[src/logic/draw_pkg.sv]
package draw_pkg;

    // Frame buffer geometry
    parameter int SCREEN_W = 160;
    parameter int SCREEN_H = 120;

    // Screen coordinates and colour
    typedef logic [7:0] x_coord_t;
    typedef logic [6:0] y_coord_t;
    typedef logic [2:0] colour_t;

    // Diameter, also used as the circle radius
    typedef logic [7:0] dim_t;

    // Corners may fall off screen, so they carry a sign
    typedef logic signed [8:0] corner_x_t;
    typedef logic signed [7:0] corner_y_t;

    // One pixel strobe towards the frame buffer
    typedef struct packed {
        x_coord_t x;
        y_coord_t y;
        logic     plot;
    } pixel_t;

    typedef struct packed {
        corner_x_t x;
        corner_y_t y;
    } corner_t;

    // c1 bottom right, c2 bottom left, c3 top
    typedef struct packed {
        corner_t c1;
        corner_t c2;
        corner_t c3;
    } corners_t;

    // Which bounding arc is being drawn
    typedef enum logic [1:0] {
        ARC_NONE,
        ARC_1,
        ARC_2,
        ARC_3
    } arc_t;

endpackage

[src/logic/fillscreen.sv]
`timescale 1ns/1ps

module fillscreen (
    input  logic             clk,
    input  logic             rst_n,
    input  logic             start,
    output logic             done,
    output draw_pkg::pixel_t pixel
);

    typedef enum logic {
        F_SWEEP,
        F_FINISHED
    } fill_state_t;

    fill_state_t        state;
    draw_pkg::x_coord_t col;
    draw_pkg::y_coord_t row;

    // Column-major sweep, rows inner
    always_ff @(posedge clk) begin
        if (!rst_n) begin
            state <= F_SWEEP;
            col   <= '0;
            row   <= '0;
        end else if (!start) begin
            // Rearm for the next clear
            state <= F_SWEEP;
            col   <= '0;
            row   <= '0;
        end else if (state == F_SWEEP) begin
            if (row == draw_pkg::y_coord_t'(draw_pkg::SCREEN_H - 1)) begin
                row <= '0;
                if (col == draw_pkg::x_coord_t'(draw_pkg::SCREEN_W - 1)) begin
                    col   <= '0;
                    state <= F_FINISHED;
                end else begin
                    col <= col + 8'd1;
                end
            end else begin
                row <= row + 7'd1;
            end
        end
    end

    // Plot every cycle of the sweep
    assign pixel.x    = col;
    assign pixel.y    = row;
    assign pixel.plot = start && (state == F_SWEEP);
    assign done       = (state == F_FINISHED);

endmodule

[src/logic/circle.sv]
`timescale 1ns/1ps

module circle (
    input  logic              clk,
    input  logic              rst_n,
    input  logic              start,
    input  draw_pkg::corner_t centre,
    input  draw_pkg::dim_t    radius,
    output logic              done,
    output draw_pkg::pixel_t  pixel
);

    typedef enum logic [1:0] {
        C_IDLE,
        C_PLOT,
        C_DONE
    } circle_state_t;

    circle_state_t      state;
    logic signed [9:0]  off_x;
    logic signed [9:0]  off_y;
    logic signed [11:0] crit;
    logic [2:0]         octant;

    logic signed [9:0]  next_x;
    logic signed [9:0]  next_y;
    logic signed [9:0]  step_diff;
    logic signed [11:0] next_crit;

    logic signed [9:0]  swap_a;
    logic signed [9:0]  swap_b;
    logic signed [9:0]  dx;
    logic signed [9:0]  dy;
    logic signed [10:0] px;
    logic signed [10:0] py;
    logic               on_screen;

    // Midpoint step, applied after the eighth octant point
    always_comb begin
        next_y = off_y + 10'sd1;
        if (crit <= 12'sd0) begin
            next_x    = off_x;
            step_diff = next_y;
        end else begin
            next_x    = off_x - 10'sd1;
            step_diff = next_y - next_x;
        end
        // 2*step_diff + 1 in both branches
        next_crit = crit + $signed({step_diff[9], step_diff, 1'b1});
    end

    // Octant bit 0 swaps the offsets, bits 2:1 pick the signs
    always_comb begin
        swap_a = octant[0] ? off_y : off_x;
        swap_b = octant[0] ? off_x : off_y;
        dx     = (octant[2] ^ octant[1]) ? -swap_a : swap_a;
        dy     = octant[2] ? -swap_b : swap_b;

        px = $signed({{2{centre.x[8]}}, centre.x}) + $signed({dx[9], dx});
        py = $signed({{3{centre.y[7]}}, centre.y}) + $signed({dy[9], dy});

        on_screen = (px >= 11'sd0) && (px < draw_pkg::SCREEN_W)
                 && (py >= 11'sd0) && (py < draw_pkg::SCREEN_H);
    end

    always_ff @(posedge clk) begin
        if (!rst_n) begin
            state  <= C_IDLE;
            off_x  <= '0;
            off_y  <= '0;
            crit   <= '0;
            octant <= '0;
        end else begin
            case (state)
                C_IDLE: begin
                    if (start) begin
                        off_x  <= $signed({2'b00, radius});
                        off_y  <= '0;
                        crit   <= 12'sd1 - $signed({4'b0000, radius});
                        octant <= '0;
                        state  <= C_PLOT;
                    end
                end
                C_PLOT: begin
                    octant <= octant + 3'd1;
                    if (octant == 3'd7) begin
                        off_x <= next_x;
                        off_y <= next_y;
                        crit  <= next_crit;
                        // Stop once the octant boundary is crossed
                        if (next_y > next_x) begin
                            state <= C_DONE;
                        end
                    end
                end
                C_DONE: begin
                    if (!start) begin
                        state <= C_IDLE;
                    end
                end
                default: begin
                    state <= C_IDLE;
                end
            endcase
        end
    end

    // Off-screen points still take their cycle, just without a strobe
    assign pixel.x    = px[7:0];
    assign pixel.y    = py[6:0];
    assign pixel.plot = (state == C_PLOT) && on_screen;
    assign done       = (state == C_DONE);

endmodule

[src/logic/reuleaux_corners.sv]
`timescale 1ns/1ps

module reuleaux_corners #(
    parameter int FRAC_BITS = 16
) (
    input  logic               clk,
    input  logic               rst_n,
    input  logic               load,
    input  draw_pkg::x_coord_t centre_x,
    input  draw_pkg::y_coord_t centre_y,
    input  draw_pkg::dim_t     diameter,
    output draw_pkg::corners_t corners
);

    // Room for the scaled centre plus the scaled offset and a sign
    localparam int W = FRAC_BITS + 12;

    localparam real    SQRT3   = 1.7320508075688772;
    localparam longint K6_FULL = longint'(SQRT3 / 6.0 * (2.0 ** FRAC_BITS));
    localparam longint K3_FULL = longint'(SQRT3 / 3.0 * (2.0 ** FRAC_BITS));
    localparam logic signed [W-1:0] K6 = K6_FULL[W-1:0];
    localparam logic signed [W-1:0] K3 = K3_FULL[W-1:0];

    logic signed [W-1:0] cy_scaled;
    logic signed [W-1:0] d_wide;
    logic signed [W-1:0] low_sum;
    logic signed [W-1:0] top_sum;
    logic signed [W-1:0] low_int;
    logic signed [W-1:0] top_int;
    draw_pkg::corners_t  next_corners;

    always_comb begin
        cy_scaled = $signed({{(W-7){1'b0}}, centre_y}) <<< FRAC_BITS;
        d_wide    = $signed({{(W-8){1'b0}}, diameter});

        // Base row of c1 and c2, then apex row of c3
        low_sum = cy_scaled + d_wide * K6;
        top_sum = cy_scaled - d_wide * K3;

        low_int = low_sum >>> FRAC_BITS;
        top_int = top_sum >>> FRAC_BITS;
        // Round up on the highest dropped bit
        if (low_sum[FRAC_BITS-1]) begin
            low_int = low_int + 1;
        end
        if (top_sum[FRAC_BITS-1]) begin
            top_int = top_int + 1;
        end

        next_corners.c1.x = $signed({1'b0, centre_x}) + $signed({2'b00, diameter[7:1]});
        next_corners.c1.y = low_int[7:0];
        next_corners.c2.x = $signed({1'b0, centre_x}) - $signed({2'b00, diameter[7:1]});
        next_corners.c2.y = low_int[7:0];
        next_corners.c3.x = $signed({1'b0, centre_x});
        next_corners.c3.y = top_int[7:0];
    end

    always_ff @(posedge clk) begin
        if (!rst_n) begin
            corners <= '0;
        end else if (load) begin
            corners <= next_corners;
        end
    end

endmodule

[src/logic/reuleaux_fsm.sv]
`timescale 1ns/1ps

module reuleaux_fsm (
    input  logic              clk,
    input  logic              rst_n,
    input  logic              start,
    input  draw_pkg::colour_t colour,
    input  logic              fill_done,
    input  logic [2:0]        arc_done,
    output logic              fill_start,
    output logic              load_corners,
    output draw_pkg::arc_t    active_arc,
    output draw_pkg::colour_t draw_colour,
    output logic              done
);

    typedef enum logic [2:0] {
        S_IDLE,
        S_FILL,
        S_LOAD,
        S_ARC1,
        S_ARC2,
        S_ARC3,
        S_DONE
    } seq_state_t;

    seq_state_t state;

    always_ff @(posedge clk) begin
        if (!rst_n) begin
            state <= S_IDLE;
        end else begin
            case (state)
                S_IDLE: begin
                    if (start) begin
                        state <= S_FILL;
                    end
                end
                S_FILL: begin
                    if (fill_done) begin
                        state <= S_LOAD;
                    end
                end
                S_LOAD: begin
                    state <= S_ARC1;
                end
                S_ARC1: begin
                    if (arc_done[0]) begin
                        state <= S_ARC2;
                    end
                end
                S_ARC2: begin
                    if (arc_done[1]) begin
                        state <= S_ARC3;
                    end
                end
                S_ARC3: begin
                    if (arc_done[2]) begin
                        state <= S_DONE;
                    end
                end
                S_DONE: begin
                    // Wait for the requester to drop start
                    if (!start) begin
                        state <= S_IDLE;
                    end
                end
                default: begin
                    state <= S_IDLE;
                end
            endcase
        end
    end

    // Colour is frozen for the whole drawing
    always_ff @(posedge clk) begin
        if (state == S_IDLE && start) begin
            draw_colour <= colour;
        end
    end

    always_comb begin
        case (state)
            S_ARC1:  active_arc = draw_pkg::ARC_1;
            S_ARC2:  active_arc = draw_pkg::ARC_2;
            S_ARC3:  active_arc = draw_pkg::ARC_3;
            default: active_arc = draw_pkg::ARC_NONE;
        endcase
    end

    assign fill_start   = (state == S_FILL);
    assign load_corners = (state == S_LOAD);
    assign done         = (state == S_DONE);

endmodule

[src/logic/reuleaux.sv]
`timescale 1ns/1ps

module reuleaux #(
    parameter int FRAC_BITS = 16
) (
    input  logic               clk,
    input  logic               rst_n,
    input  logic               start,
    input  draw_pkg::colour_t  colour,
    input  draw_pkg::x_coord_t centre_x,
    input  draw_pkg::y_coord_t centre_y,
    input  draw_pkg::dim_t     diameter,
    output logic               done,
    output draw_pkg::colour_t  vga_colour,
    output draw_pkg::pixel_t   pixel
);

    logic                fill_start;
    logic                fill_done;
    logic                load_corners;
    logic [2:0]          arc_start;
    logic [2:0]          arc_done;
    draw_pkg::arc_t      active_arc;
    draw_pkg::colour_t   draw_colour;
    draw_pkg::pixel_t    fill_pixel;
    draw_pkg::pixel_t    arc_pixel [3];
    draw_pkg::corner_t   arc_centre [3];
    draw_pkg::corners_t  corners;
    draw_pkg::pixel_t    sel_pixel;
    draw_pkg::corner_x_t sel_x;
    draw_pkg::corner_y_t sel_y;
    logic                keep;

    reuleaux_fsm reuleaux_fsm_inst (
        .clk          (clk),
        .rst_n        (rst_n),
        .start        (start),
        .colour       (colour),
        .fill_done    (fill_done),
        .arc_done     (arc_done),
        .fill_start   (fill_start),
        .load_corners (load_corners),
        .active_arc   (active_arc),
        .draw_colour  (draw_colour),
        .done         (done)
    );

    fillscreen fillscreen_inst (
        .clk   (clk),
        .rst_n (rst_n),
        .start (fill_start),
        .done  (fill_done),
        .pixel (fill_pixel)
    );

    reuleaux_corners #(
        .FRAC_BITS (FRAC_BITS)
    ) reuleaux_corners_inst (
        .clk      (clk),
        .rst_n    (rst_n),
        .load     (load_corners),
        .centre_x (centre_x),
        .centre_y (centre_y),
        .diameter (diameter),
        .corners  (corners)
    );

    assign arc_centre[0] = corners.c1;
    assign arc_centre[1] = corners.c2;
    assign arc_centre[2] = corners.c3;

    assign arc_start[0] = (active_arc == draw_pkg::ARC_1);
    assign arc_start[1] = (active_arc == draw_pkg::ARC_2);
    assign arc_start[2] = (active_arc == draw_pkg::ARC_3);

    // One circle per arc, radius equals the diameter
    for (genvar i = 0; i < 3; i++) begin : g_arc
        circle circle_inst (
            .clk    (clk),
            .rst_n  (rst_n),
            .start  (arc_start[i]),
            .centre (arc_centre[i]),
            .radius (diameter),
            .done   (arc_done[i]),
            .pixel  (arc_pixel[i])
        );
    end

    // Pick the running circle and clip it to its arc of the outline
    always_comb begin
        case (active_arc)
            draw_pkg::ARC_1: sel_pixel = arc_pixel[0];
            draw_pkg::ARC_2: sel_pixel = arc_pixel[1];
            draw_pkg::ARC_3: sel_pixel = arc_pixel[2];
            default:         sel_pixel = '0;
        endcase
        sel_x = $signed({1'b0, sel_pixel.x});
        sel_y = $signed({1'b0, sel_pixel.y});
        case (active_arc)
            draw_pkg::ARC_1: keep = (sel_x <= corners.c3.x) && (sel_y <= corners.c1.y);
            draw_pkg::ARC_2: keep = (sel_x >= corners.c3.x) && (sel_y <= corners.c1.y);
            draw_pkg::ARC_3: keep = (sel_x >= corners.c2.x) && (sel_x <= corners.c1.x)
                                 && (sel_y >= corners.c1.y);
            default:         keep = 1'b0;
        endcase
    end

    // Clear in black, outline in the latched colour
    always_comb begin
        if (active_arc == draw_pkg::ARC_NONE) begin
            pixel      = fill_pixel;
            vga_colour = '0;
        end else begin
            pixel      = sel_pixel;
            pixel.plot = sel_pixel.plot & keep;
            vga_colour = draw_colour;
        end
    end

endmodule

[config.mk]
export PLATFORM = sky130hd
export DESIGN_NAME = reuleaux
export DESIGN_NICKNAME = d
export VERILOG_FILES = /design/src/logic/draw_pkg.sv /design/src/logic/fillscreen.sv /design/src/logic/circle.sv /design/src/logic/reuleaux_corners.sv /design/src/logic/reuleaux_fsm.sv /design/src/logic/reuleaux.sv
export SDC_FILE = /design/constraint.sdc
export NUM_CORES = 1
export LEC_CHECK = 0
export ABC_AREA = 1
export BUFFER_PORTS_ARGS = -buffer_cell sky130_fd_sc_hd__buf_4
export CAP_MARGIN = 25
export CORE_UTILIZATION = 35
export DETAILED_ROUTE_END_ITERATION = 8
export GPL_TIMING_DRIVEN = 1
export SLEW_MARGIN = 20
export SYNTH_ARGS = -nofsm -noshare
export SYNTH_HDL_FRONTEND = slang
export SYNTH_SLANG_ARGS = --single-unit
[constraint.sdc]
create_clock -name clk -period 8.95 [get_ports clk]
set_input_delay 1.79 -clock clk [delete_from_list [all_inputs] [get_ports clk]]
set_output_delay 1.79 -clock clk [all_outputs]
set_load 0.01 [all_outputs]
* After elaboration in Yosys (flattened, before gate mapping)
Index checks and enable logic that the tools add are counted.
** Operators by class
- Bitwise logic cells :: 5
- Div/mod/pow operators :: 0
- Mux-type cells :: 85
- Shift operators :: 0
- Eq/ne operators :: 38
- Reduce and logical (&&, ||, !) cells :: 38
- $mul :: 2
- Add/subtract/negate cells :: 36
- Magnitude comparators :: 24
** Operators with widths (count)
- 10-bit 2-to-1 mux :: 30
- 10-bit one-hot mux with 2 select lines :: 6
- 12-bit 2-to-1 mux :: 6
- 12-bit one-hot mux with 2 select lines :: 3
- 11-bit by 1-bit >= comparator with 1-bit output (second input constant) :: 6
- 10-bit negation :: 6
- 16-bit one-hot mux with 3 select lines :: 1
- 12-bit by 11-bit adder with 12-bit output :: 3
- 12-bit by 1-bit less-or-equal comparator with 1-bit output (second input constant) :: 3
- 8-bit by 10-bit adder with 11-bit output :: 3
- 9-bit by 10-bit adder with 11-bit output :: 3
- 11-bit by 8-bit < comparator with 1-bit output (second input constant) :: 3
- 11-bit by 9-bit < comparator with 1-bit output (second input constant) :: 3
- 10-bit by 2-bit adder with 10-bit output (second input constant) :: 3
- 10-bit > comparator :: 3
- 3-bit 2-to-1 mux :: 10
- 10-bit subtractor :: 3
- 10-bit by 2-bit subtractor with 10-bit output (second input constant) :: 3
- 23-bit by 23-bit adder with 24-bit output :: 1
- 8-bit by 16-bit multiplier with 24-bit output (second input constant) :: 1
- 2-bit 2-to-1 mux :: 12
- 8-bit 2-to-1 mux :: 3
- 2-bit by 1-bit inequality test with 1-bit output (second input constant) :: 12
- 2-bit one-hot mux with 3 select lines :: 4
- 38 further kinds :: 97
** Word-level totals
- RAM bits :: 0
- Word-level logic and storage cells :: 253
- Output and inout bits :: 20
- Memories kept :: 0
- Latch bits :: 0
- Input port bits :: 29
- Memory bits (read-only) :: 0
- Register bits after elaboration :: 175

* Longest topological paths before layout
- Depth in word-level cells :: 16
- Depth in mapped cells :: 31
- Mapped depth without buffers :: 31

* By module
A second synthesis with hierarchy kept.
** Unflattened totals
- Cells, all modules :: 3902
- Area, all modules :: 25647.1 µm²
** Modules (own cells, without submodules)
- circle (g_arc[1].circle_inst ...) :: area an instance 5058.6 µm², times used 2, seq. area each 740.7 µm², cells each 780
- reuleaux_corners :: area an instance 7532.2 µm², times used 1, seq. area each 820.8 µm², cells each 1067
- circle (g_arc[0].circle_inst) :: area an instance 4964.8 µm², times used 1, seq. area each 740.7 µm², cells each 779
- reuleaux :: area an instance 1731.7 µm², times used 1, seq. area each 0.0 µm², cells each 322
- fillscreen :: area an instance 855.8 µm², times used 1, seq. area each 320.3 µm², cells each 120
- reuleaux_fsm :: area an instance 445.4 µm², times used 1, seq. area each 150.1 µm², cells each 54

* Least setup slack after synthesis
No wires, ideal clock.
- Kind :: input-to-reg
- Start point :: input port diameter[5]
- End point :: register, netlist name reuleaux_corners_inst.corners[40]
- Cell stages on the path :: 23
- Path slack :: 3.056 ns
- Library setup time :: 0.109 ns
- Arrival time :: 5.785 ns
- Path through :: inv_1 -> fa_1 -> fa_1 -> fa_1 -> inv_1 -> fa_1 -> ha_1 -> nand2_1 -> nor4_1 -> nand2_1 -> nand3_1 -> nand2_1 -> inv_1 -> ha_1 -> inv_1 -> nor2_1 -> nand2_1 -> nor2_2 -> nand3_1 -> nand2_1 -> nand3_1 -> nand2_1 -> inv_1
** On the way
- Cells in the longest elaborated chain, start to end :: 4
** Ends and longest elaborated chain
- start: declaration :: line reuleaux.sv:12 : input draw_pkg::dim_t diameter,
- 8-bit by 15-bit multiplier with 23-bit output * :: line reuleaux_corners.sv:37 : low_sum = cy_scaled + d_wide * K6;
- 23-bit by 23-bit adder with 24-bit output * :: line reuleaux_corners.sv:37
- 8-bit by 2-bit adder with 8-bit output :: line reuleaux_corners.sv:44 : low_int = low_int + 1;
- 8-bit 2-to-1 mux * :: line reuleaux_corners.sv:43 : if (low_sum[FRAC_BITS-1]) begin
Mark *: on every way between the ends. The rest lies on a longest branch, timed or not.
A chain may end at the register's enable or synchronous reset.

==> results_dict.tcl <==
set metrics [dict create \
    status "complete, no violations" \
    layout.nets 3980 \
    dp_hpwl_um 58400 \
    syn_to_final_growth_pct 7.90 \
    total_power_mw 6.32 \
    clk_pin_slew_ns 0.07 \
    antenna_cells 0 \
    viasPerCell 5.10 \
    crit_path_end_kind "output port" \
    fin_crit_ns 7.32 \
    ys_warn_count 0 \
    fill_cells 7013 \
    cp_slowest_cell "dfxtp_1" \
    finalSetupViolations 0 \
    cts_tree "yes" \
    synth_cells 3536 \
    post-synth-top-count-cell "nand2_1" \
    cpPeakStageDelay_ns 0.62 \
    arrival_ns 5.53 \
    worst_pin_slew_ns 1.06 \
    maxSlewViolCount 0 \
    finClkSkew_ns 0.0137 \
    hold_depth 1 \
    drc 0 \
    initial_core_util_pct 35.6 \
    leakagePower_nw 12.4 \
    maxCapViolCount 0 \
    ir_drop_mv 0.153 \
    netlist_top_cells_area "ha_1 18%, dfxtp_1 15%, nand2_1 13%" \
    cts-hold-fix-buffers 0 \
    htree_num_levels 4 \
    die_y_um 259 \
    utilization_pct 38.5 \
    synth_commonest_cells "817 x nand2_1, 550 x inv_1, 329 x ha_1" \
    slew_headroom_pct 29.2 \
    grt_antenna_before_repair 0 \
    grt_usage_pct 21.8 \
    dr.pass1.iters 5 \
    numCtsBuffers 17 \
    worst_setup_path_start_kind "register" \
    wl_um 72600 \
    synth_top_area_share_pct 17.8 \
    synthArstFlopShare_pct 0 \
    hold_path.class "register to register" \
    grt_pass1_wl_um 115000 \
    rows 93 \
    reg2regPathDepth 24 \
    grt-ovfl-total 0 \
    grt_max_degree 78 \
    worst_slack_ns 1.63 \
    worst_ep_required_time_ns 7.16 \
    die_width_um 259 \
    cts_root_buf "clkbuf_16" \
    syn_avg_cell_area_um2 6.54 \
    post_route_cells_drive_above_1_share_pct 4.28 \
    post-place-ws_ns 2.23 \
    rsz0062_at_grt "no" \
    clk_path_buf_depth 2 \
    finalSetupTns_ns 0 \
    cts_setup_buffers 0 \
    synth_top_flop_cell "dfxtp_1" \
    insertion_delay_ns 0.50 \
    path_common_cell "nand2_1" \
    place.port_buffers 48 \
    dieArea_um2 67100 \
    synth_edf_count 3 \
    post_cts_resized 0 \
    synthesis.nets 3978 \
    ys_seq_elements 174 \
    grt_pass1_vias 20700 \
    critical_path.max_fanout 23 \
    ant_nets 0 \
    hold_viol 0 \
    first_iter_violations 1546 \
    crit_type "register to output port" \
    core_region_area_um2 64900 \
    wl_per_cell_um 16.5 \
    place_congestion 0.967 \
    vias 22500 \
    period_share_pct 81.7 \
    yosysSeqAreaShare_pct 15.2 \
    synth_cell_types 54 \
    max_freq_mhz 137 \
    synth_top_cell_by_area "ha_1" \
    pin_count 49 \
    power_density_nw_per_um2 253 \
    syn-cell-area_um2 23100 \
    cts.sink_count 174 \
]
## report_power, final
| part | internal, mW | total (mW) | switching [mW] |
|---|---|---|---|
| Combinational | 1.57 | 4.48 | 2.91 |
| Sequential | 0.905 | 1.08 | 0.174 |
| Clock | 0.373 | 0.758 | 0.384 |
| Total | 2.85 | 6.32 | 3.47 |
## flip-flops by register name (all words and copies together), names as in the netlist
signal                         cells
g_arc.circle_inst.crit            36
fillscreen_inst.row                7
fillscreen_inst.col                8
g_arc.circle_inst.state            6
g_arc.circle_inst.octant           9
fillscreen_inst.done               1
g_arc.circle_inst.off_x           30
reuleaux_fsm_inst.draw_colour      3
reuleaux_fsm_inst.state            3
g_arc.circle_inst.off_y           30
reuleaux_corners_inst.corners     41
## final cells by class
class	instances	area, um2	area share, %
Tap cell	855	1070	4.28
Sequential cell	174	3510	14.1
Timing Repair Buffer	69	543	2.17
Inverter	560	2100	8.42
Clock buffer	18	439	1.76
Multi-Input combinational cell	2716	17200	68.8
Clock inverter	14	123	0.491
## critical path: cells and delay by family (launching register included)
kind / cells / cell delay, ns
adders and majority gates: 3 / 0.92
DFF: 1 / 0.62
AOI/OAI and AO/OA: 6 / 0.86
buffers and inverters: 5 / 0.68
and+or+nand+nor: 12 / 1.44
xor gates and xnor gates: 3 / 0.50
## layer usage
layer	share of wire [%]	vias up	wire, um	global-route usage (%)
met4	1.8	0	1310	5.67
met3	5.8	67	4190	3.09
met1	50	10300	36000	31.5
met5	0	-	0	0
li1	-	11600	-	-
met2	43	526	31000	33.5
## layout by cell type, fill, tap and decap left out, types with 52 or more instances in the layout
cell type | Yosys | layout
nand3_1 | 161 | 161
nor2_1 | 223 | 221
a21oi_1 | 313 | 313
dfxtp_1 | 171 | 170
fa_1 | 84 | 84
o21ai_0 | 311 | 311
xor2_1 | 125 | 125
nand2_1 | 817 | 817
inv_1 | 550 | 550
nor3_1 | 52 | 52
ha_1 | 329 | 329
buf_4 | 1 | 67
## through the flow
step | area (um2) | hold slack, ns | cells
finish | 25000 | 0.456 | 4406
floorplan | 23100 | 0.445 | 3536
detailed placement | 24400 | 0.446 | 4373
global placement | 24400 | 0.442 | 4372
CTS | 24900 | 0.458 | 4405
global route | 25000 | 0.477 | 4406
## cells by family after synthesis
| group | count (synthesis) | share of synthesized area, % |
|---|---|---|
| AOI/OAI and AO/OA | 766 | 17.9 |
| adders and majority gates | 413 | 25.1 |
| DFF | 174 | 15.2 |
| muxes | 1 | 0.0433 |
| xor gates and xnor gates | 177 | 6.73 |
| buffers and inverters | 646 | 10.6 |
| and+or+nand+nor | 1359 | 24.5 |
## worst paths after layout
check                                               startpoint                        endpoint  slack [ns]
worst max-delay path            g_arc[0].circle_inst.octant[0]                        pixel[0]        1.63
worst min-delay path            g_arc[1].circle_inst.octant[0]  g_arc[1].circle_inst.octant[0]        0.46
worst max register to register   g_arc[2].circle_inst.off_y[0]   g_arc[2].circle_inst.crit[11]        4.64
worst min register to register  g_arc[1].circle_inst.octant[0]  g_arc[1].circle_inst.octant[0]        0.46
(Power assumes the default switching activity.)
